===== config.mk =====
export PLATFORM = sky130hd
export DESIGN_NAME = mac_axis
export DESIGN_NICKNAME = d
export VERILOG_FILES = /design/src/rtl/mac_axis_pkg.sv /design/src/rtl/axis_tx_adapter.sv /design/src/rtl/axis_rx_adapter.sv /design/src/rtl/rx_length_queue.sv /design/src/rtl/mac_axis.sv
export SDC_FILE = /design/constraint.sdc
export NUM_CORES = 1
export LEC_CHECK = 0
export BUFFER_PORTS_ARGS = -buffer_cell sky130_fd_sc_hd__buf_2
export CELL_PAD_IN_SITES_DETAIL_PLACEMENT = 0
export CELL_PAD_IN_SITES_GLOBAL_PLACEMENT = 1
export CORE_ASPECT_RATIO = 1.25
export CORE_MARGIN = 4
export CORE_UTILIZATION = 51
export CTS_CLUSTER_DIAMETER = 40
export CTS_CLUSTER_SIZE = 28
export DETAILED_ROUTE_END_ITERATION = 12
export GPL_ROUTABILITY_DRIVEN = 0
export PLACE_DENSITY_LB_ADDON = 0.1
export SETUP_SLACK_MARGIN = 0.02
export SLEW_MARGIN = 20
export SYNTH_ARGS = -nofsm -noshare
export SYNTH_HDL_FRONTEND = slang
export SYNTH_SLANG_ARGS = --single-unit
export TNS_END_PERCENT = 1

===== constraint.sdc =====
create_clock -name Reset -period 10.2 [get_ports Reset]
set_input_delay 0.51 -clock Reset [delete_from_list [all_inputs] [get_ports Reset]]
set_output_delay 0.51 -clock Reset [all_outputs]
set_load 0.1 [all_outputs]

===== src/rtl/mac_axis_pkg.sv =====
package mac_axis_pkg;

    // ************************************************************************
    // Widths and sizes
    // ************************************************************************

    // User data path
    localparam int DATA_W = 32;
    localparam int KEEP_W = 4;

    // Legacy byte-enable code
    localparam int BE_W = 2;

    // Packet length as reported by the MAC status
    localparam int LEN_W = 16;

    // FCS bytes stripped from the reported length
    localparam int CRC_BYTES = 4;

    // Length queue
    localparam int LEN_FIFO_DEPTH = 16;
    localparam int LEN_PTR_W = $clog2(LEN_FIFO_DEPTH);

    // ************************************************************************
    // Encodings
    // ************************************************************************

    // Valid bytes in the last word, leading bytes first
    typedef enum logic [BE_W-1:0] {
        be_four  = 2'b00,
        be_three = 2'b11,
        be_two   = 2'b10,
        be_one   = 2'b01
    } mac_be_e;

    // Receive status error type, only rx_good queues a length
    typedef enum logic [2:0] {
        err_fifo_full = 3'b001,
        err_too_long  = 3'b010,
        err_crc       = 3'b011,
        rx_good       = 3'b100,
        err_too_short = 3'b101
    } rx_err_e;

    // Read sequencer
    typedef enum logic [1:0] {
        rd_idle = 2'b00,
        rd_read = 2'b01,
        rd_pop  = 2'b10
    } rd_state_e;

    // One legacy user-port word
    typedef struct packed {
        logic [DATA_W-1:0] data;
        mac_be_e           be;
        logic              sop;
        logic              eop;
    } mac_beat_t;

    // Receive status from the MAC
    typedef struct packed {
        logic             apply;
        rx_err_e          err_type;
        logic [LEN_W-1:0] length;
    } rx_status_t;

endpackage


===== src/rtl/axis_tx_adapter.sv =====
`timescale 1ns/10ps

module axis_tx_adapter (
    input  logic                            Reset,
    input  logic                            MAC_rx_clk_div,
    input  logic [mac_axis_pkg::DATA_W-1:0] tx_mac_tdata,
    input  logic [mac_axis_pkg::KEEP_W-1:0] tx_mac_tkeep,
    input  logic                            tx_mac_tlast,
    input  logic                            tx_mac_tvalid,
    output logic                            tx_mac_tready,
    output mac_axis_pkg::mac_beat_t         mac_tx_beat,
    output logic                            mac_tx_wr,
    input  logic                            mac_tx_wa
);
    import mac_axis_pkg::*;

    logic    in_pkt;
    logic    beat_acc;
    mac_be_e be_code;

    // MAC write-available is the ready
    assign tx_mac_tready = mac_tx_wa;
    assign beat_acc      = tx_mac_tvalid && mac_tx_wa;
    assign mac_tx_wr     = beat_acc;

    // In-packet flag, a single-beat packet leaves it clear
    always_ff @(posedge Reset or posedge MAC_rx_clk_div) begin
        if (MAC_rx_clk_div) begin
            in_pkt <= 1'b0;
        end else if (beat_acc) begin
            in_pkt <= !tx_mac_tlast;
        end
    end

    // Leading-byte priority on tkeep
    always_comb begin
        casez (tx_mac_tkeep)
            4'b1110: be_code = be_three;
            4'b110?: be_code = be_two;
            4'b10??: be_code = be_one;
            default: be_code = be_four;
        endcase
    end

    // Legacy word
    always_comb begin
        mac_tx_beat.data = tx_mac_tdata;
        mac_tx_beat.be   = be_code;
        mac_tx_beat.sop  = !in_pkt;
        mac_tx_beat.eop  = tx_mac_tlast;
    end

    // Strobe only while the MAC has room
    a_wr_needs_wa: assert property (@(posedge Reset) disable iff (MAC_rx_clk_div)
        mac_tx_wr |-> mac_tx_wa);

    // Stalled beat stays offered until taken
    a_tx_hold: assert property (@(posedge Reset) disable iff (MAC_rx_clk_div)
        tx_mac_tvalid && !tx_mac_tready |=> tx_mac_tvalid);

endmodule


===== src/rtl/axis_rx_adapter.sv =====
`timescale 1ns/10ps

module axis_rx_adapter (
    input  logic                            Reset,
    input  logic                            MAC_rx_clk_div,
    input  mac_axis_pkg::mac_beat_t         mac_rx_beat,
    input  logic                            mac_rx_pa,
    output logic                            mac_rx_rd,
    input  logic                            len_avail,
    input  logic [mac_axis_pkg::LEN_W-1:0]  head_len,
    output logic                            len_pop,
    output logic [mac_axis_pkg::DATA_W-1:0] rx_mac_tdata,
    output logic [mac_axis_pkg::KEEP_W-1:0] rx_mac_tkeep,
    output logic [mac_axis_pkg::LEN_W-1:0]  rx_mac_tuser,
    output logic                            rx_mac_tlast,
    output logic                            rx_mac_tvalid,
    input  logic                            rx_mac_tready
);
    import mac_axis_pkg::*;

    rd_state_e state;
    logic      beat_acc;
    logic      first_beat;

    // ************************************************************************
    // Read sequencer
    // ************************************************************************

    // Word handed over to the user side
    assign beat_acc = (state == rd_read) && mac_rx_pa && rx_mac_tready;

    always_ff @(posedge Reset or posedge MAC_rx_clk_div) begin
        if (MAC_rx_clk_div) begin
            state <= rd_idle;
        end else begin
            case (state)
                rd_idle: begin
                    // Stored packet waiting
                    if (len_avail) begin
                        state <= rd_read;
                    end
                end
                rd_read: begin
                    if (beat_acc && mac_rx_beat.eop) begin
                        state <= rd_pop;
                    end
                end
                rd_pop: begin
                    state <= rd_idle;
                end
                default: begin
                    state <= rd_idle;
                end
            endcase
        end
    end

    // Read strobe follows tready, so stalls lose nothing
    assign mac_rx_rd = (state == rd_read) && rx_mac_tready;

    // Drop head length once the packet is out
    assign len_pop = (state == rd_pop);

    // Tracks the frame boundary for the sop check
    always_ff @(posedge Reset or posedge MAC_rx_clk_div) begin
        if (MAC_rx_clk_div) begin
            first_beat <= 1'b1;
        end else if (beat_acc) begin
            first_beat <= mac_rx_beat.eop;
        end
    end

    // ************************************************************************
    // Legacy to AXI-stream
    // ************************************************************************

    assign rx_mac_tdata  = mac_rx_beat.data;
    assign rx_mac_tlast  = mac_rx_beat.eop;
    assign rx_mac_tvalid = mac_rx_pa;
    assign rx_mac_tuser  = head_len;

    // Byte-enable code to tkeep
    always_comb begin
        case (mac_rx_beat.be)
            be_three: rx_mac_tkeep = 4'b1110;
            be_two:   rx_mac_tkeep = 4'b1100;
            be_one:   rx_mac_tkeep = 4'b1000;
            default:  rx_mac_tkeep = 4'b1111;
        endcase
    end

    // FWFT MAC only presents data when read
    a_pa_with_rd: assert property (@(posedge Reset) disable iff (MAC_rx_clk_div)
        mac_rx_pa |-> mac_rx_rd);

    // Frames start with sop
    a_first_sop: assert property (@(posedge Reset) disable iff (MAC_rx_clk_div)
        beat_acc && first_beat |-> mac_rx_beat.sop);

    // Head length fixed while its packet drains
    a_head_stable: assert property (@(posedge Reset) disable iff (MAC_rx_clk_div)
        state == rd_read |-> $stable(head_len));

endmodule


===== src/rtl/rx_length_queue.sv =====
`timescale 1ns/10ps

module rx_length_queue (
    input  logic                           Reset,
    input  logic                           MAC_rx_clk_div,
    input  mac_axis_pkg::rx_status_t       mac_rx_status,
    input  logic                           rx_append_crc,
    input  logic                           len_pop,
    output logic                           len_avail,
    output logic [mac_axis_pkg::LEN_W-1:0] head_len
);
    import mac_axis_pkg::*;

    logic                 good_q;
    logic                 good_q1;
    logic                 wr_en;
    logic                 good_now;
    logic [LEN_W-1:0]     len_adj;
    logic [LEN_W-1:0]     len_s1;
    logic [LEN_PTR_W:0]   wr_ptr;
    logic [LEN_PTR_W:0]   rd_ptr;
    logic                 full;
    logic                 empty;
    logic [LEN_W-1:0]     mem [LEN_FIFO_DEPTH];

    // ************************************************************************
    // Good-frame qualification
    // ************************************************************************

    assign good_now = mac_rx_status.apply && (mac_rx_status.err_type == rx_good);

    // Strip the FCS unless the MAC keeps it in the data
    assign len_adj = rx_append_crc ? mac_rx_status.length :
                     mac_rx_status.length - LEN_W'(CRC_BYTES);

    // Two-stage edge detect, one write per apply pulse
    always_ff @(posedge Reset or posedge MAC_rx_clk_div) begin
        if (MAC_rx_clk_div) begin
            good_q  <= 1'b0;
            good_q1 <= 1'b0;
            wr_en   <= 1'b0;
        end else begin
            good_q  <= good_now;
            good_q1 <= good_q;
            wr_en   <= good_q && !good_q1;
        end
    end

    // Length sampled on the first apply cycle
    always_ff @(posedge Reset) begin
        if (good_now && !good_q) begin
            len_s1 <= len_adj;
        end
    end

    // ************************************************************************
    // Circular queue
    // ************************************************************************

    // Extra pointer bit tells full from empty
    assign empty = (wr_ptr == rd_ptr);
    assign full  = (wr_ptr[LEN_PTR_W] != rd_ptr[LEN_PTR_W]) &&
                   (wr_ptr[LEN_PTR_W-1:0] == rd_ptr[LEN_PTR_W-1:0]);

    always_ff @(posedge Reset or posedge MAC_rx_clk_div) begin
        if (MAC_rx_clk_div) begin
            wr_ptr <= '0;
            rd_ptr <= '0;
        end else begin
            // Full queue drops the write
            if (wr_en && !full) begin
                wr_ptr <= wr_ptr + 1'b1;
            end
            if (len_pop && !empty) begin
                rd_ptr <= rd_ptr + 1'b1;
            end
        end
    end

    // Storage
    always_ff @(posedge Reset) begin
        if (wr_en && !full) begin
            mem[wr_ptr[LEN_PTR_W-1:0]] <= len_s1;
        end
    end

    // Head entry falls through
    assign head_len  = mem[rd_ptr[LEN_PTR_W-1:0]];
    assign len_avail = !empty;

    // More good frames than queue entries
    a_no_overflow: assert property (@(posedge Reset) disable iff (MAC_rx_clk_div)
        wr_en |-> !full);

    // Sequencer pops only a queued length
    a_no_underflow: assert property (@(posedge Reset) disable iff (MAC_rx_clk_div)
        len_pop |-> !empty);

endmodule


===== src/rtl/mac_axis.sv =====
`timescale 1ns/10ps

module mac_axis (
    input  logic                            Reset,
    input  logic                            MAC_rx_clk_div,
    // Transmit AXI-stream slave
    input  logic [mac_axis_pkg::DATA_W-1:0] tx_mac_tdata,
    input  logic [mac_axis_pkg::KEEP_W-1:0] tx_mac_tkeep,
    input  logic                            tx_mac_tlast,
    input  logic                            tx_mac_tvalid,
    output logic                            tx_mac_tready,
    // Receive AXI-stream master
    output logic [mac_axis_pkg::DATA_W-1:0] rx_mac_tdata,
    output logic [mac_axis_pkg::KEEP_W-1:0] rx_mac_tkeep,
    output logic [mac_axis_pkg::LEN_W-1:0]  rx_mac_tuser,
    output logic                            rx_mac_tlast,
    output logic                            rx_mac_tvalid,
    input  logic                            rx_mac_tready,
    // Legacy MAC transmit port
    output mac_axis_pkg::mac_beat_t         mac_tx_beat,
    output logic                            mac_tx_wr,
    input  logic                            mac_tx_wa,
    // Legacy MAC receive port
    input  mac_axis_pkg::mac_beat_t         mac_rx_beat,
    input  logic                            mac_rx_pa,
    output logic                            mac_rx_rd,
    // MAC receive status
    input  mac_axis_pkg::rx_status_t        mac_rx_status,
    // Config
    input  logic                            rx_append_crc
);
    import mac_axis_pkg::*;

    // Length queue to read sequencer
    logic             len_avail;
    logic [LEN_W-1:0] head_len;
    logic             len_pop;

    // ************************************************************************
    // Transmit path
    // ************************************************************************

    axis_tx_adapter axis_tx_adapter_inst (
        .Reset          (Reset),
        .MAC_rx_clk_div (MAC_rx_clk_div),
        .tx_mac_tdata   (tx_mac_tdata),
        .tx_mac_tkeep   (tx_mac_tkeep),
        .tx_mac_tlast   (tx_mac_tlast),
        .tx_mac_tvalid  (tx_mac_tvalid),
        .tx_mac_tready  (tx_mac_tready),
        .mac_tx_beat    (mac_tx_beat),
        .mac_tx_wr      (mac_tx_wr),
        .mac_tx_wa      (mac_tx_wa)
    );

    // ************************************************************************
    // Receive path
    // ************************************************************************

    // Lengths of good frames, head is tuser
    rx_length_queue rx_length_queue_inst (
        .Reset          (Reset),
        .MAC_rx_clk_div (MAC_rx_clk_div),
        .mac_rx_status  (mac_rx_status),
        .rx_append_crc  (rx_append_crc),
        .len_pop        (len_pop),
        .len_avail      (len_avail),
        .head_len       (head_len)
    );

    // Drains one stored packet per queued length
    axis_rx_adapter axis_rx_adapter_inst (
        .Reset          (Reset),
        .MAC_rx_clk_div (MAC_rx_clk_div),
        .mac_rx_beat    (mac_rx_beat),
        .mac_rx_pa      (mac_rx_pa),
        .mac_rx_rd      (mac_rx_rd),
        .len_avail      (len_avail),
        .head_len       (head_len),
        .len_pop        (len_pop),
        .rx_mac_tdata   (rx_mac_tdata),
        .rx_mac_tkeep   (rx_mac_tkeep),
        .rx_mac_tuser   (rx_mac_tuser),
        .rx_mac_tlast   (rx_mac_tlast),
        .rx_mac_tvalid  (rx_mac_tvalid),
        .rx_mac_tready  (rx_mac_tready)
    );

endmodule


==> results.toml <==
[run_status]
status = "complete, no violations"

[global_route]
grt_usage_pct = 18.7
grt_pass1_wl_um = 36500
antenna_found_initial = 0
grt_pass1_vias = 6069
grt_max_degree = 62
grt-ovfl-total = 0

[finish]
syn_to_final_growth_pct = 11.2
fillers = 1739
multiInputGateArea_sq_mm = 0.00276
antenna_cells = 0
final-seq-area_sq_mm = 0.00857
drive_gt1_share_pct = 26.5
final_util_pct = 57.7
layout.nets = 812

[timing]
relSlewSlack_pct = 41.4
clock_skew_ps = 20.1
hold_viol = 0
maxSlewViolCount = 0
min_period_over_period_pct = 36.5
clock.fmax_ghz = 0.269
tightestPinTransition_ps = 879
rsz0062_at_grt = "no"
worst_slack_ps = 6480
setup_violations = 0
tns_ps = 0
fin_crit_ps = 3720

[cts]
cts_tree = "yes"
cts_setup_buffers = 0
clock_sinks = 288
root_buffer = "clkbuf_16"
clock_path_buffers = 3
cts_buffers = 30
h-tree-depth = 1
clkTransAtPathRegs_ps = 70
cts-resized-gates = 0
worstSkewPairLatency_ps = 550
ctsHoldBuffers = 0

[yosys]
synth_edf_count = 272
synth.largest_area_cell = "edfxtp_1"
ys_top_cells_by_area = "edfxtp_1, mux4_2, mux2i_1"
synth_common_cells = "edfxtp_1, buf_4, mux2i_1"
syn_area_per_cell_sq_um = 17.4
yosysTopAreaCellShare_pct = 68.3
synth_cell_types = 44
async_flop_share_pct = 5.56
yosysSeqAreaShare_pct = 71.6
synth.ff_latch_count = 288
yosysMostFrequentCell = "edfxtp_1"
ys.flop_type = "edfxtp_1"
syn-cell-area_sq_mm = 0.0120
yosysWarnings = 0
syn_nets = 797
synthesis.instances = 689

[route]
routed-wl-met3_um = 1350
antenna_left = 0
firstDrtPassIters = 5
vias = 5956
m1WireLength_um = 9540
wl_um = 24400
vias_per_cell = 5.87
routed-wl-met2_um = 12900
drt_iter0_drc = 378
top_layer = "met4"
wire_per_inst_um = 24.0
post-route-drc-count = 0

[critical_path]
criticalPathCategory = "reg2out"
critPathLaunchType = "flip-flop"
arrival_ps = 3210
r2r_cells = 6
crit_required_ps = 9690
crit_fanout = 40
cp-end-kind = "primary output"

[floorplanning]
die_h_um = 179
fp.coreArea_sq_mm = 0.0230
start_util_pct = 51.9
die_x_um = 145
rows = 62
io_pins = 193
die-area_sq_mm = 0.0260

[power]
switching_share_pct = 32.1
intPower_w = 0.00217
seq_power_share_pct = 42.4
leakage_nw = 4.48
clkPwrFrac_pct = 34.9
powerDensity_mw_per_mm2 = 240
comb_power_share_pct = 22.7
peakVddDrop_uv = 134
p_sw_w = 0.00102

[placement]
post-place-ws_ps = 6410
port_buffers = 62
dpl.hpwl_um = 14500

[run]
maxCapViolations = 0

[worst_hold_path]
hp-class = "in2async"
final cells by class:
type,count,share of cell area (%)
Clock inverter,24,2.09
Sequential cell,288,64.4
Timing Repair Buffer,86,3.89
Multi-Input combinational cell,287,20.7
Tap cell,288,2.71
Clock buffer,31,5.83
Inverter,11,0.310
critical path, cell delays in order, from the launching register on:
cell and delay (ps):
dfrtp_4 710, buf_4 660, mux2i_1 150, a221oi_1 410
o21ai_0 150, nand2_1 110, buf_2 430
power by group through the flow:
stage / clock network [W] / logic [W] / registers, W
floorplan: 0 / 0.000749 / 0.00134
global placement: 0 / 0.000679 / 0.00141
detailed placement: 0 / 0.000688 / 0.00142
CTS: 0.00113 / 0.000689 / 0.00139
global route: 0.00118 / 0.000769 / 0.00136
finish: 0.00111 / 0.000725 / 0.00135
worst paths after layout:
kind | start | endpoint | slack, ps
setup / recovery | rx_length_queue_inst.rd_ptr[0]$_DFFE_PP0P_ | rx_mac_tuser[0] | 6480
hold / removal | MAC_rx_clk_div | rx_length_queue_inst.wr_ptr[3]$_DFFE_PP0P_ | 40
setup reg to reg | rx_length_queue_inst.rd_ptr[0]$_DFFE_PP0P_ | rx_length_queue_inst.mem[10][14]$_DFFE_PP_ | 7100
hold reg to reg | rx_length_queue_inst.good_q1$_DFF_PP0_ | rx_length_queue_inst.wr_en$_DFF_PP0_ | 400
max in group asynchronous | MAC_rx_clk_div | rx_length_queue_inst.rd_ptr[0]$_DFFE_PP0P_ | 9700
min in group Reset | mac_rx_status[1] | rx_length_queue_inst.len_s1[1]$_DFFE_PP_ | 150
kinds of logic (layout without fill, tap and decap cells):
family | Yosys count | after routing | synth area share (%)
compound gates | 79 | 79 | 4.72
xor+xnor | 26 | 26 | 1.90
fa+ha+maj | 8 | 8 | 0.837
buf+inv | 114 | 152 | 5.96
flops | 288 | 288 | 71.6
mux | 98 | 98 | 11.6
other cells | 1 | 1 | 0.0314
simple gates | 75 | 75 | 3.34
layer usage:
| layer | GRT usage [%] | up-vias |
|---|---|---|
| met2 | 34.2 | 201 |
| met4 | 5.43 | 0 |
| li1 | - | 2663 |
| met3 | 3.26 | 59 |
| met5 | 0 | - |
| met1 | 22.9 | 3033 |
sequential cells by signal, indices dropped and copies added (netlist names):
register,flops
axis_tx_adapter_inst.in_pkt,1
rx_length_queue_inst.mem,256
axis_rx_adapter_inst.state,2
rx_length_queue_inst.wr_en,1
rx_length_queue_inst.rd_ptr,5
rx_length_queue_inst.wr_ptr,5
rx_length_queue_inst.good_q1,1
rx_length_queue_inst.len_s1,16
rx_length_queue_inst.good_q,1
layout by cell type, fill, tap and decap left out, types with 3 or more instances in the layout:
cell type	count
ha_1	8
xor2_1	6
nand2_1	29
nor4_2	4
a221oi_1	16
o211ai_1	19
clkinvlp_4	3
nor2b_1	4
clkbuf_16	31
a22oi_1	16
buf_4	22
nor3_2	10
o21ai_0	19
buf_2	62
xnor2_1	20
inv_1	11
dfrtp_1	15
inv_6	4
and3_1	3
clkinv_8	5
mux2i_1	64
edfxtp_1	272
nand2b_1	4
nor2_1	6
clkinv_2	3
mux4_2	32
metrics by stage:
step	instances	area, sq um	total power, W	hold WS (ps)
final	1015	13300	0.00319	38.7
after global routing	1015	13300	0.00331	77.2
after CTS	1013	13300	0.00322	40.9
after detailed placement	958	12200	0.00211	402
after global placement	958	12200	0.00209	389
after floorplan	689	12000	0.00209	368
Note: power is estimated with default switching activity, not from simulation.
